==> src/hdl/vertex_job_settings.svh <==
//////////////////////////////////////////////////
// widths and cacheline geometry of the vertex job controller
// FIFO depths must be powers of two
// the vertex buffer needs room for at least two lines
//////////////////////////////////////////////////

`ifndef VERTEX_JOB_SETTINGS_SVH
`define VERTEX_JOB_SETTINGS_SVH

// field widths
`define VJ_VERTEX_BITS 32
`define VJ_ADDR_BITS 32

// one cacheline holds 16 vertices, delivered as two halves
`define VJ_LINE_VERTICES 16
`define VJ_HALF_VERTICES 8
`define VJ_LINE_BYTES 64

// buffer depths
`define VJ_CMD_FIFO_DEPTH 16
`define VJ_VERTEX_FIFO_DEPTH 32

`endif

==> src/hdl/vertex_job_pkg.sv <==
//////////////////////////////////////////////////
// shared types of the vertex job controller
// real_size counts vertices, not bytes
//////////////////////////////////////////////////

`default_nettype none

`include "vertex_job_settings.svh"

package vertex_job_pkg;

	typedef logic [`VJ_VERTEX_BITS-1:0] vertex_word_t;
	typedef logic [`VJ_ADDR_BITS-1:0] byte_addr_t;
	typedef logic [$clog2(`VJ_LINE_VERTICES + 1)-1:0] line_count_t;
	typedef logic [`VJ_HALF_VERTICES*`VJ_VERTEX_BITS-1:0] half_line_t;

	typedef enum logic {
		OUT_DEGREE,
		EDGES_IDX
	} array_sel_t;

	typedef enum logic [3:0] {
		SEQ_WAIT_WED,
		SEQ_LOAD,
		SEQ_IDLE,
		SEQ_START,
		SEQ_SIZE,
		SEQ_OUT_DEGREE,
		SEQ_EDGES_IDX,
		SEQ_WAIT_LINE,
		SEQ_SHIFT_0,
		SEQ_SHIFT_1,
		SEQ_CLEAR
	} seq_state_t;

	// work descriptor from the host
	typedef struct packed {
		vertex_word_t num_vertices;
		vertex_word_t first_id;
		byte_addr_t   out_degree_base;
		byte_addr_t   edges_idx_base;
	} wed_t;

	typedef struct packed {
		byte_addr_t  address;
		array_sel_t  array_sel;
		line_count_t real_size;
	} read_command_t;

	typedef struct packed {
		array_sel_t  array_sel;
		line_count_t real_size;
	} read_response_t;

	typedef struct packed {
		array_sel_t array_sel;
		half_line_t data;
	} read_data_t;

	typedef struct packed {
		vertex_word_t id;
		vertex_word_t out_degree;
		vertex_word_t edges_idx;
	} vertex_t;

endpackage

`default_nettype wire

==> src/hdl/read_command_queue.sv <==
//////////////////////////////////////////////////
// grant and request are registered once
// a grant seen while alfull is high is dropped
//////////////////////////////////////////////////

`timescale 1ns/1ps
`default_nettype none

`include "vertex_job_settings.svh"

module read_command_queue
	import vertex_job_pkg::*;
(
	input  logic          clock,
	input  logic          rstn,
	input  logic          command_push,
	input  read_command_t command,
	output logic          empty,
	input  logic          read_buffer_alfull,
	input  logic          read_command_grant,
	output logic          read_command_request,
	output logic          read_command_valid,
	output read_command_t read_command
);

	logic grant_q;
	logic command_pop;

	assign command_pop = grant_q && !read_buffer_alfull;

	always_ff @(posedge clock or negedge rstn) begin
		if (!rstn) begin
			grant_q              <= 1'b0;
			read_command_request <= 1'b0;
		end else begin
			grant_q              <= read_command_grant;
			read_command_request <= !empty && !read_buffer_alfull;
		end
	end

	sync_fifo #(
		.WIDTH            ($bits(read_command_t)),
		.DEPTH            (`VJ_CMD_FIFO_DEPTH),
		.ALMOST_FULL_LEVEL(`VJ_CMD_FIFO_DEPTH - 1)
	) u_command_fifo (
		.clock      (clock),
		.rstn       (rstn),
		.push       (command_push),
		.data_in    (command),
		.full       (),
		.almost_full(),
		.pop        (command_pop),
		.valid      (read_command_valid),
		.data_out   (read_command),
		.empty      (empty)
	);

endmodule

`default_nettype wire

==> src/hdl/sync_fifo.sv <==
//////////////////////////////////////////////////
// DEPTH must be a power of two
// push when full and pop when empty are dropped
// valid pulses one cycle after an accepted pop
//////////////////////////////////////////////////

`timescale 1ns/1ps
`default_nettype none

module sync_fifo #(
	parameter int WIDTH             = 32,
	parameter int DEPTH             = 16,
	parameter int ALMOST_FULL_LEVEL = DEPTH - 1
) (
	input  logic             clock,
	input  logic             rstn,
	input  logic             push,
	input  logic [WIDTH-1:0] data_in,
	output logic             full,
	output logic             almost_full,
	input  logic             pop,
	output logic             valid,
	output logic [WIDTH-1:0] data_out,
	output logic             empty
);

	localparam int PTR_BITS   = $clog2(DEPTH);
	localparam int COUNT_BITS = PTR_BITS + 1;

	logic [WIDTH-1:0]      mem [DEPTH];
	logic [PTR_BITS-1:0]   wr_ptr;
	logic [PTR_BITS-1:0]   rd_ptr;
	logic [COUNT_BITS-1:0] count;
	logic                  do_push;
	logic                  do_pop;

	assign full        = (count == COUNT_BITS'(DEPTH));
	assign almost_full = (count >= COUNT_BITS'(ALMOST_FULL_LEVEL));
	assign empty       = (count == '0);
	assign do_push     = push && !full;
	assign do_pop      = pop && !empty;

	always_ff @(posedge clock or negedge rstn) begin
		if (!rstn) begin
			wr_ptr <= '0;
			rd_ptr <= '0;
			count  <= '0;
			valid  <= 1'b0;
		end else begin
			valid <= do_pop;
			if (do_push)
				wr_ptr <= wr_ptr + 1'b1;
			if (do_pop)
				rd_ptr <= rd_ptr + 1'b1;
			case ({do_push, do_pop})
				2'b10:   count <= count + 1'b1;
				2'b01:   count <= count - 1'b1;
				default: count <= count;
			endcase
		end
	end

	// storage and registered read port
	always_ff @(posedge clock) begin
		if (do_push)
			mem[wr_ptr] <= data_in;
		if (do_pop)
			data_out <= mem[rd_ptr];
	end

endmodule

`default_nettype wire

==> config.mk <==
export PLATFORM = sky130hd
export DESIGN_NAME = read_command_queue
export DESIGN_NICKNAME = d
export VERILOG_FILES = /design/src/hdl/vertex_job_pkg.sv /design/src/hdl/read_command_queue.sv /design/src/hdl/sync_fifo.sv
export VERILOG_INCLUDE_DIRS = /design/src /design/src/hdl
export SDC_FILE = /design/constraint.sdc
export NUM_CORES = 1
export LEC_CHECK = 0
export BUFFER_PORTS_ARGS = -buffer_cell sky130_fd_sc_hd__buf_2
export CORE_ASPECT_RATIO = 1.75
export CORE_MARGIN = 2
export CORE_UTILIZATION = 66
export CTS_BUF_LIST = sky130_fd_sc_hd__clkbuf_16
export DETAILED_ROUTE_END_ITERATION = 8
export PLACE_DENSITY = 0.87
export SETUP_SLACK_MARGIN = 0.3
export SLEW_MARGIN = 40
export SYNTH_ARGS = -nofsm -noshare
export SYNTH_HDL_FRONTEND = slang
export SYNTH_SLANG_ARGS = --single-unit
==> constraint.sdc <==
create_clock -name clock -period 12.8 [get_ports clock]
set_input_delay 1.28 -clock clock [delete_from_list [all_inputs] [get_ports clock]]
set_output_delay 1.28 -clock clock [all_outputs]
set_load 0.02 [all_outputs]
* Word level (Yosys, flattened, before mapping)
Memories as Yosys holds them, arrays and structs flattened. A register that Yosys moved wholly into a read port is not among the register bits.
Cells that the tools add are included.
** Word-level totals
- Register bits :: 16
- Bits in writable memories :: 608
- Bits of input ports :: 43
- Output and inout port bits :: 41
- Logic and storage cells :: 26
- Memories :: 1
** Cells by class
- Add/sub/neg operators :: 4
- Equal/unequal tests :: 3
- Multiplexer cells :: 3
- Reductions and logical operators :: 9
** Memories
- u_command_fifo.mem :: words 16, width 38, rd ports 1, clocked after memory_dff 1, write ports 1, line sync_fifo.sv:30 : logic [WIDTH-1:0] mem [DEPTH];
** Operator list (count)
- 5-bit one-hot mux with 2 select lines :: 1
- 4-bit by 1-bit adder with 4-bit output (second input constant) :: 2
- 5-bit by 1-bit adder with 5-bit output (second input constant) :: 1
- 5-bit equality test (second input constant) :: 1
- 5-bit logical NOT :: 1
- 5-bit by 1-bit subtractor with 5-bit output (second input constant) :: 1
- 1-bit logical AND :: 4
- 1-bit logical NOT :: 3
- 2-bit by 1-bit equality test with 1-bit output (second input constant) :: 1
- 2-bit equality test (second input constant) :: 1
- 1-bit 2-to-1 mux :: 2
- 2-bit nonzero test :: 1

* Longest topological paths before layout
Gate-level depths: netlist of run 1.
- Word-level depth :: 5
- Mapped depth :: 12
- Mapped depth without buffers :: 10

* Modules after synthesis
A second synthesis of run 1 with hierarchy kept.
** Unflattened totals
- Cells, all modules :: 1267
- Area total of the unflattened synthesis :: 25368.1 um^2
** Modules (own cells, without submodules)
- sync_fifo :: times used 1, cells each 1263, area an instance 25308.0 um^2, sequential area each 19748.9 um^2
- read_command_queue :: times used 1, cells each 4, area an instance 60.1 um^2, sequential area each 50.0 um^2

* Least setup slack after synthesis of run 1
OpenSTA, ideal clock, no wires.
- Kind :: input -> register
- Start :: input command_push
- End :: memory u_command_fifo.mem[0][0] (netlist name), enable pin
- Library setup time :: 0.528 ns
- Arrival :: 5.305 ns
- Required time :: 12.272 ns
- Slack :: 6.967 ns
- Cell stages on the path :: 3
- Buffers on the path :: 0
- Cells stage by stage :: a21boi_2 -> inv_2 -> nor4_1
** Between the ends
- Word-level cells in the longest chain between the ends :: 3
** RTL lines
- start, declared :: line read_command_queue.sv:16 : input logic command_push,
- 1-bit logical AND :: line sync_fifo.sv:40 : assign do_push = push && !full;
- 1-bit 2-to-1 mux :: line sync_fifo.sv:65 : if (do_push)
- 1-bit 2-to-1 mux (not written as such) :: line sync_fifo.sv:66 : mem[wr_ptr] <= data_in;
- end, declared :: line sync_fifo.sv:30
Every way passes these cells.

* Worst setup path after layout of run 1
- Start :: register u_command_fifo.count[2]
- End :: output empty
** Between the ends
- Word-level cells in the longest chain between the ends :: 1
** RTL lines
- start, declared :: line sync_fifo.sv:33 : logic [COUNT_BITS-1:0] count;
- start signal, assigned :: line sync_fifo.sv:56 : 2'b10: count <= count + 1'b1;
- start signal, assigned :: line sync_fifo.sv:57 : 2'b01: count <= count - 1'b1;
- start signal, assigned :: line sync_fifo.sv:58 : default: count <= count;
- 5-bit logical NOT :: line sync_fifo.sv:39 : assign empty = (count == '0);
- end, declared :: line read_command_queue.sv:18 : output logic empty,
Every way passes these cells.

==> results of run 1 <==
## stage by stage
stage	total power, W	setup WS, ns
global placement	0.00430	9.02
CTS	0.00600	8.92
global route	0.00617	9.55
detailed placement	0.00438	8.95
finish	0.00599	9.62
floorplan	0.00393	6.97
## Yosys cell counts, drive strengths merged
cell type,number
xor2,4
a31oi,1
nand4,3
clkbuf,28
a22oi,76
edfxtp,646
o211ai,1
a211oi,1
nor2b,2
buf,28
mux4,152
a21oi,1
o21ai,3
mux2,2
xnor2,8
or4,1
dfrtp,16
nor3b,2
nand4bb,1
nand2,45
nor4,5
nand3,2
or2,1
nor2,9
and2,9
inv,9
ha,9
o32ai,1
a21boi,1
nand4b,1
## registers in the layout, indices dropped and copies added, names as in the netlist
register and flops:
u_command_fifo.wr_ptr 4, u_command_fifo.rd_ptr 4, u_command_fifo.count 5, u_command_fifo.mem 608
grant_q 1, u_command_fifo.valid 1, u_command_fifo.data_out 38, read_command_request 1
## area by class of cell
| type | instances | area, um2 |
|---|---|---|
| sequential | 662 | 19800 |
| tap | 480 | 601 |
| timing repair buffer | 105 | 604 |
| inverter | 9 | 33.8 |
| clock inverter | 41 | 320 |
| clock buffer | 53 | 1330 |
| fill | 1858 | 9800 |
| multi-input combinational | 341 | 4790 |
## tightest hold or removal path: cells and delay by family (launching register included)
kind / cells / cell delay, ns
AND/OR/NAND/NOR: 2 / 0.14
flip-flops: 1 / 0.38
## cells by family after synthesis
logic type / after synthesis / share of synthesized area (%)
XOR/XNOR: 12 / 0.424
flip-flops: 662 / 79.8
buffers and inverters: 65 / 1.30
adder cells (fa/ha/maj): 9 / 0.454
AND/OR/NAND/NOR: 81 / 1.56
multiplexers: 154 / 13.9
AO/OA/AOI/OAI: 85 / 2.57
## where the power goes
group	internal (W)	switching (W)	leakage (nW)
Combinational	0.000669	0.000899	1.98
Sequential	0.00268	0.000146	6.04
Clock	0.000854	0.000746	0.858
Total	0.00420	0.00179	8.88
## final timing paths
check,from,endpoint,slack [ns],cells after the start
hold reg to reg,u_command_fifo.count[4],read_command_request,0.56,2
setup reg to reg,u_command_fifo.rd_ptr[0],u_command_fifo.data_out[15],9.86,5
min in group asynchronous,rstn,u_command_fifo.count[3],0.63,1
setup / recovery,u_command_fifo.count[2],empty,9.62,3
hold / removal,u_command_fifo.count[4],read_command_request,0.56,2
max in group asynchronous,rstn,u_command_fifo.rd_ptr[1],11.83,1
## routing by layer
layer | global-route usage [%] | up-vias
li1 | - | 4711
met1 | 38.6 | 6215
met2 | 49.8 | 827
met3 | 3.99 | 161
met4 | 13.8 | 2
met5 | 0 | -
==> metrics.yaml, run 1 <==
cts_tree: "yes"
mostFrequentLayoutCells: "edfxtp_1 (646), mux4_2 (152), buf_2 (83)"
synthToLayoutAreaGrowth_pct: 10.8
fin_skew_ns: 0.0113
placementRows: 94
fin_crit_ns: 3.18
route.met3.wl_mm: 4.53
die_height_um: 260
worst_ir_drop_vdd_v: 0.000152
fin_crit_sh_pct: 24.9
grtUsageTotal_pct: 29.5
cap_viol_max_count: 0
fmax_ghz: 0.314
cp_cell_sequence: "or4_1, nor2_1, buf_2"
powerDensity_mw_per_mm2: 218
slew_headroom_pct: 44.3
slowest_delay_ns: 0.53
grt_pass1_wl_mm: 81.5
wl_mm: 56.0
rsz0062_at_grt: "no"
worstSetupPathType: "reg2out"
status: "finished clean"
hold_path_class: "reg2reg"
yosys_warnings: 0
synth_area_mm2: 0.0248
die_area_mm2: 0.0392
seq_area_frac_synth_pct: 79.8
antenna_found_initial: 1
worstMarginPinSlew_ns: 0.835
synth_top_cell_by_area: "edfxtp_1"
core-area_mm2: 0.0373
cts_resized: 0
die_w_um: 151
synth_cells: 1068
required_ns: 11.52
overflow: 0
setup_viol: 0
firstDrtPassIters: 5
synth_top_area_share_pct: 78.2
antenna_left: 0
via_count: 11916
synth.area.top_cells: "edfxtp_1 (78%), mux4_2 (14%), a22oi_1 (2.3%)"
slew_viol_final: 0
layout_commonest_cell: "edfxtp_1"
start_util_pct: 66.5
timing.hold.ws_ns: 0.560
syn_avg_cell_area_um2: 23.2
ctsHoldBuffers: 0
finalHoldViolations: 0
crit_arrival_ns: 1.90
placedCellCount: 1596
numCtsBuffers: 53
grt_max_degree: 72
critPathTopFamily: "simple AND/OR/NAND/NOR gates"
pin_count: 84
hpwl_mm: 27.9
wl_met2_mm: 30.0
post_dp_cell_area_mm2: 0.0258
drc_errors: 0
clk_pin_slew_ns: 0.06
synth_fp_nets: 1120
clock-sinks: 662
top_layer: "met5"
fin_cells: 1691
htree_levels: 2
layout-drive-gt1-share_pct: 29.6
clk_latency_ns: 0.59
post_cts_buffers: 0
final_area_mm2: 0.0275
grt_pass1_vias: 12509
antenna_cells: 0
ys_ff_latch: 662
cp_max_fo: 9
cts_root_buf: "clkbuf_16"
leakagePower_nw: 8.88
finalSetupTns_ns: 0
viasPerCell: 7.05
fin_util_pct: 73.7
final_nets: 1224
portBuffers: 83
drtIter0Drc: 1529
wl_per_cell_um: 33.1
worst_setup_path_start_kind: "flop"
endpoint_kind: "primary output"
yosysUniqueCellTypes: 34
slowest_stage: "or4_1"
drt-met1-wl_mm: 18.9
crit_buf_inv: 1
clockBufferDepth: 3
routabilityCongestion: 0.772
Note: power is estimated with default switching activity, not from simulation.
==> run 2: changes to the inputs <==
Settings changed: ABC_AREA set to 1, CORE_UTILIZATION 66 to 56, PLACE_DENSITY 0.87 to 0.79.
Clock period 12.8 ns to 2.8 ns, I/O delays scaled along.
==> run 2 against run 1 <==
  * Synthesized cell count grew 95%
  * Sequential power grew to 4.5 times the previous value
  * Setup slack lost 9.2 ns
  * Final cell count grew 65%
  * Clock power grew to 4.5 times the previous value
  * First-iteration DRC count grew 31%
  * Critical path depth grew 13
  * Global-route usage shrank 4.9 points
  * Hold slack lost 0.51 ns
  * Non-clock buffer count grew 34
  * Flip-flop and latch count is the same
  * Total power grew to 4.9 times the previous value
==> metrics.yaml, run 2 <==
cpMostUsedCell: "nand2_1"
drtIter0Drc: 1996  # was 1529
antenna_left: 0  # unchanged
slowest_stage: "dfrtp_1"  # was or4_1
synthToLayoutAreaGrowth_pct: 10.9  # was 10.8%
crit_buf_inv: 3  # was 1
cap_viol_max_count: 0  # unchanged
routabilityCongestion: 0.803  # was 0.772
antenna_found_initial: 6  # was 1
grt_max_degree: 147  # was 72
synth_area_mm2: 0.0264  # was 0.0248 mm2
slew_viol_final: 0  # unchanged
placementRows: 105  # was 94
finalHoldViolations: 0  # unchanged
reg2reg_from: "u_command_fifo.count[1]"  # was u_command_fifo.rd_ptr[0]
cts_tree: "yes"  # unchanged
pin_count: 84  # unchanged
worstRegToRegCells: 16  # was 5
cp-startpoint: "u_command_fifo.count[1]"  # was u_command_fifo.count[2]
worst_ir_drop_vdd_v: 0.000657  # was 0.000152 V
start_util_pct: 56.5  # was 66.5%
seq_area_frac_synth_pct: 74.9  # was 79.8%
mostFrequentLayoutCells: "edfxtp_1 (646), nor2_1 (388), nand3_1 (235)"  # was edfxtp_1 (646), mux4_2 (152), buf_2 (83)
core-area_mm2: 0.0468  # was 0.0373 mm2
synth-edff-count: 646  # unchanged
via_count: 16624  # was 11916
die_w_um: 168  # was 151 um
status: "finished clean"  # unchanged
finalPower_w: 0.0292  # was 0.00599 W
yosysMostFrequentCell: "edfxtp_1"  # unchanged
clk_latency_ns: 0.60  # was 0.59 ns
worst_setup_path_start_kind: "flop"  # unchanged
slowest_delay_ns: 0.45  # was 0.53 ns
synth_cells: 2082  # was 1068
wl_per_cell_um: 21.7  # was 33.1 um
final_nets: 2202  # was 1224
syn_avg_cell_area_um2: 12.7  # was 23.2 um2
largest-register: "u_command_fifo.mem"  # unchanged
drc_errors: 0  # unchanged
portBuffers: 83  # unchanged
synth.area.top_cells: "edfxtp_1 (73%), nor2_1 (5.8%), nand3_1 (4.5%)"  # was edfxtp_1 (78%), mux4_2 (14%), a22oi_1 (2.3%)
overflow: 0  # unchanged
worstSetupPathType: "reg2reg"  # was reg2out
required_ns: 3.28  # was 11.52 ns
synth_top_cell_by_area: "edfxtp_1"  # unchanged
viasPerCell: 5.97  # was 7.05
rsz0062_at_grt: "no"  # unchanged
yosys_warnings: 0  # unchanged
hold_path_class: "in2reg"  # was reg2reg
firstDrtPassIters: 6  # was 5
numCtsBuffers: 53  # unchanged
htree_levels: 2  # unchanged
synthArstFlopShare_pct: 2.42  # unchanged
path_depth: 16  # was 3
crit_arrival_ns: 2.85  # was 1.90 ns
fin_skew_ns: 0.0138  # was 0.0113 ns
grt_pass1_wl_mm: 92.0  # was 81.5 mm
die_height_um: 291  # was 260 um
setup_ws_ns: 0.437  # was 9.62 ns
layout-drive-gt1-share_pct: 10.8  # was 29.6%
synthTopCellsByCount: "edfxtp_1 (646), nor2_1 (406), nand3_1 (236)"  # was edfxtp_1 (646), mux4_2 (152), a22oi_1 (76)
r2r_end: "u_command_fifo.count[4]"  # was u_command_fifo.data_out[15]
clockBufferDepth: 3  # unchanged
critical_path.endpoint: "u_command_fifo.count[4]"  # was empty
endpoint_kind: "flop"  # was primary output
r2r_slack_ns: 0.44  # was 9.86 ns
fin_crit_ns: 2.36
fin_crit_sh_pct: 84.4
clock-sinks: 662  # unchanged
ys_ff_latch: 662  # unchanged
grt_pass1_vias: 16603  # was 12509
fmax_ghz: 0.423
cp_cell_sequence: "nor2_2, nand4_1, nand3_2, clkinvlp_4, ha_2, nand2_1, inv_1, nor2_2, ha_1, inv_1, nand2_1, nand3_1, nand2_1, nand2_1, nand3_1, nand2_1"  # was or4_1, nor2_1, buf_2
wl_mm: 60.5  # was 56.0 mm
die_area_mm2: 0.0490  # was 0.0392 mm2
powerDensity_mw_per_mm2: 995  # was 218 mW/mm2
synth_flop_cell: "edfxtp_1"  # unchanged
setup_viol: 0  # unchanged
cp_max_fo: 6  # was 9
pre_cts_slack_ns: 0.298  # was 8.95 ns
worstMarginPinSlew_ns: 0.824  # was 0.835 ns
grtUsageTotal_pct: 24.6  # was 29.5%
synth_top_area_share_pct: 73.4  # was 78.2%
yosysUniqueCellTypes: 22  # was 34
slew_headroom_pct: 45.1  # was 44.3%
layout_commonest_cell: "edfxtp_1"  # unchanged
hpwl_mm: 31.5  # was 27.9 mm
critPathTopFamily: "simple AND/OR/NAND/NOR gates"  # unchanged
synth_fp_nets: 2134  # was 1120
largestRegisters: "u_command_fifo.mem x608, u_command_fifo.data_out x38, u_command_fifo.count x5"  # unchanged
clk_pin_slew_ns: 0.06  # about the same
leakagePower_nw: 10.4  # was 8.88 nW
cts_root_buf: "clkbuf_16"  # unchanged
largest_register_ffs: 608  # unchanged
## run 2: stage by stage
stage | cells | hold slack [ns] | utilization (%) | cell area (um2) | setup TNS (ns)
2_1_floorplan | 2082 | -0.0156 | - | 26400 | -77.01
5_1_grt | 2785 | 0.0441 | 62.7 | 29300 | 0
4_1_cts | 2779 | 0.0282 | 62.6 | 29300 | 0
3_3_place_gp | 2678 | 0.219 | 59.0 | 27600 | 0
3_5_place_dp | 2678 | 0.221 | 59.0 | 27600 | 0
6_report | 2786 | 0.0458 | 62.7 | 29300 | 0
## run 2: cell families (layout without fill, tap and decap cells)
kind of cell	after synthesis	in the layout	synth area share, %
AOI/OAI and AO/OA	323	323	7.08
xor gates and xnor gates	8	8	0.265
adders and majority gates	9	9	0.426
buffers and inverters	262	373	4.59
DFF	662	662	74.9
other	0	5	0
and+or+nand+nor	818	818	12.8
## run 2: worst min-delay path by stage
| stage | slack (ns) | endpoint | from | cells after the start |
|---|---|---|---|---|
| after detailed placement | 0.22 | u_command_fifo.valid | rstn | 1 |
| after CTS | 0.03 | u_command_fifo.mem[2][18] | command[18] | 1 |
| after global placement | 0.22 | read_command_request | rstn | 1 |
| after global routing | 0.04 | u_command_fifo.mem[0][5] | command[5] | 1 |
| after floorplan | -0.02 | grant_q | rstn | 0 |
| final | 0.05 | u_command_fifo.mem[8][18] | command[18] | 1 |
## run 2: power by group
part	switching, W	internal [W]
Sequential	0.000389	0.0122
Combinational	0.00655	0.00280
Clock	0.00332	0.00391
Total	0.0103	0.0189
## run 2: layer usage
layer  part of all wire, %  routed length [um]  global-route usage (%)  up-vias
li1                      -                   -                       -     7517
met1                    36               21800                    30.5     8067
met2                    52               31500                    42.9      854
met3                   7.7                4640                    3.09      184
met4                   4.2                2530                    11.7        2
met5                 0.021                  13                       0        -
## run 2: final cells by class
| cell class | instances | area (um2) |
|---|---|---|
| fill | 3227 | 17400 |
| timing repair buffer | 139 | 1020 |
| sequential | 662 | 19800 |
| clock buffer | 55 | 1380 |
| tap | 588 | 736 |
| clock inverter | 43 | 292 |
| antenna | 5 | 12.5 |
| inverter | 136 | 522 |
| multi-input combinational | 1158 | 5560 |
## run 2: repair_timing
item,CTS,global route
hold endpoints to repair,18,0
endpoints found under the setup margin,1,2
pin swaps,0,2
buffers inserted,0,2
hold buffers,3,0
gates resized for setup,1,3
gates cloned,0,0
==> run 3: changes to the inputs <==
Settings changed: ABC_AREA 1 to 0, CORE_UTILIZATION 56 to 61, PLACE_DENSITY 0.79 to 0.82.
Clock period 2.8 ns to 2.3 ns, I/O delays scaled along.
==> run 3 against run 2 <==
  * Sequential share of layout area is 2.2 points lower
  * Routed wire length is 15% higher
  * Hold slack worse by 0.035 ns
  * Clock power is 45% higher
  * Final cell count is 34% lower
  * Largest cell class unchanged
  * Highest routed layer is now met4
==> metrics.yaml, run 3 (same netlist as run 1, synthesis figures left out) <==
status: "finished clean"  # unchanged
worst_ir_drop_vdd_v: 0.000840  # was 0.000657 V
largestRegisters: "u_command_fifo.mem x608, u_command_fifo.data_out x38, u_command_fifo.count x5"  # unchanged
setup_viol: 0  # unchanged
drtIter0Drc: 1932  # was 1996
hold_path_class: "in2reg"  # unchanged
antenna_left: 0  # unchanged
mostFrequentLayoutCells: "edfxtp_1 (646), mux4_2 (152), buf_2 (82)"  # was edfxtp_1 (646), nor2_1 (388), nand3_1 (235)
cp_max_fo: 2  # was 6
endpoint_kind: "flop"  # unchanged
cp_cell_sequence: "nor4_4, buf_4, a211oi_4, ha_4, xor2_1, ha_2, buf_6, a21oi_2, xor2_1, nor2_1, xor2_1"  # was nor2_2, nand4_1, nand3_2, clkinvlp_4, ha_2, nand2_1, inv_1, nor2_2, ha_1, inv_1, nand2_1, nand3_1, nand2_1, nand2_1, nand3_1, nand2_1
finalHoldViolations: 0  # unchanged
worst_setup_path_start_kind: "flop"  # unchanged
powerDensity_mw_per_mm2: 1240  # was 995 mW/mm2
wl_per_cell_um: 37.9  # was 21.7 um
timing.hold.ws_ns: 0.0112  # was 0.0458 ns
largest-register: "u_command_fifo.mem"  # unchanged
numCtsBuffers: 54  # was 53
cpMostUsedCell: "xor2_1"  # was nand2_1
clock-sinks: 662  # unchanged
fin_crit_sh_pct: 98.5  # was 84.4%
required_ns: 2.77  # was 3.28 ns
final_area_mm2: 0.0303  # was 0.0293 mm2
slew_headroom_pct: 51.6  # was 45.1%
placedCellCount: 1653  # was 2678
clk_latency_ns: 0.61  # was 0.60 ns
grt_pass1_wl_mm: 88.6  # was 92.0 mm
worstMarginPinSlew_ns: 0.726  # was 0.824 ns
core-area_mm2: 0.0401  # was 0.0468 mm2
drc_errors: 0  # unchanged
die_height_um: 271  # was 291 um
slowest_stage: "dfrtp_1"  # unchanged
critPathTopFamily: "XOR/XNOR gates"  # was simple AND/OR/NAND/NOR gates
placementRows: 97  # was 105
firstDrtPassIters: 5  # was 6
leakagePower_nw: 10.0  # was 10.4 nW
final_nets: 1351  # was 2202
n_fill_cell: 1942  # was 3227
fin_cells: 1843  # was 2786
slew_viol_final: 0  # unchanged
routabilityCongestion: 0.761  # was 0.803
fmax_ghz: 0.441  # was 0.423 GHz
hpwl_mm: 28.9  # was 31.5 mm
layout_commonest_cell: "edfxtp_1"  # unchanged
start_util_pct: 61.9  # was 56.5%
grt_pass1_vias: 13228  # was 16603
crit_buf_inv: 2  # was 3
post_dp_cell_area_mm2: 0.0266  # was 0.0276 mm2
clockBufferDepth: 3  # unchanged
clk_pin_slew_ns: 0.08  # was 0.06 ns
cap_viol_max_count: 0  # unchanged
cts_tree: "yes"  # unchanged
grt_max_degree: 56  # was 147
die_w_um: 156  # was 168 um
pin_count: 84  # unchanged
die_area_mm2: 0.0424  # was 0.0490 mm2
synthToLayoutAreaGrowth_pct: 22.3  # was 10.9%
wl_mm: 69.8  # was 60.5 mm
portBuffers: 83  # unchanged
viasPerCell: 7.24  # was 5.97
rsz0062_at_grt: "yes"  # was no
layout-drive-gt1-share_pct: 37.4  # was 10.8%
grtUsageTotal_pct: 29.4  # was 24.6%
crit_arrival_ns: 2.74  # was 2.85 ns
htree_levels: 2  # unchanged
largest_register_ffs: 608  # unchanged
slowest_delay_ns: 0.43  # was 0.45 ns
fin_crit_ns: 2.27  # was 2.36 ns
fin_skew_ns: 0.0249  # was 0.0138 ns
worstSetupPathType: "reg2reg"  # unchanged
antenna_found_initial: 3  # was 6
cts_root_buf: "clkbuf_16"  # unchanged
overflow: 0  # unchanged
via_count: 13350  # was 16624
## run 3: cell types whose count changed in the layout (fill, tap and decap cells not counted), moves of 100 or more
| cell | delta |
|---|---|
| o211ai_1 | -100 |
| nand3_1 | -234 |
| o21ai_0 | -209 |
| nor2_1 | -385 |
| inv_1 | -129 |
| mux4_2 | +152 |
| nand2_1 | -128 |
## run 3: routing by layer
metal  global-route usage, %  wire, um  vias up
li1                        -         -     5001
met1                    38.1     22500     6954
met2                    50.2     35900     1147
met3                    4.23      7010      248
met4                    12.8      4410        0
met5                       0         0        -
## run 3: per-stage QoR
| stage | setup TNS (ns) | setup WS, ns | power, W | util [%] |
|---|---|---|---|---|
| after floorplan | -57.41 | -0.985 | 0.0220 | - |
| after global placement | 0 | 0.0111 | 0.0247 | 66.4 |
| after detailed placement | -0.0716 | -0.0716 | 0.0253 | 66.5 |
| after CTS | 0 | 0.0558 | 0.0364 | 73.2 |
| after global routing | -0.122 | -0.0777 | 0.0385 | 75.7 |
| final | 0 | 0.0345 | 0.0376 | 75.7 |
## run 3: repair_timing
action / 4_1_cts / 5_1_grt
pin swaps: 17 / 20
endpoints found under the setup margin: 342 / 648
hold endpoints to repair: 203 / 0
hold buffers: 19 / 0
gates cloned: 6 / 32
resized for setup: 45 / 39
setup buffers: 11 / 17
## run 3: final timing paths
path	start	endpoint	depth (start not counted)	slack, ns
max	u_command_fifo.count[1]	u_command_fifo.count[2]	11	0.03
min	command[1]	u_command_fifo.mem[15][1]	1	0.01
max reg2reg	u_command_fifo.count[1]	u_command_fifo.count[2]	11	0.03
min reg2reg	u_command_fifo.count[4]	read_command_request	2	0.65
max in group asynchronous	rstn	u_command_fifo.rd_ptr[1]	2	1.84
min in group asynchronous	rstn	u_command_fifo.rd_ptr[0]	2	0.11
## run 3: where the power goes
part	internal (W)	switching, W	leakage [nW]
combinational	0.00534	0.00613	3.01
sequential	0.0149	0.000740	6.04
clock	0.00598	0.00449	0.981
## run 3: final cells by class
| cell class | count | area [um2] | share of cell area, % |
|---|---|---|---|
| clock buffer | 57 | 1430 | 4.70 |
| antenna | 4 | 10.0 | 0.0330 |
| multi-input combinational | 341 | 4990 | 16.5 |
| inverter | 9 | 36.3 | 0.120 |
| clock inverter | 44 | 571 | 1.88 |
| sequential | 662 | 19800 | 65.3 |
| tap | 495 | 619 | 2.04 |
| timing repair buffer | 231 | 2870 | 9.46 |
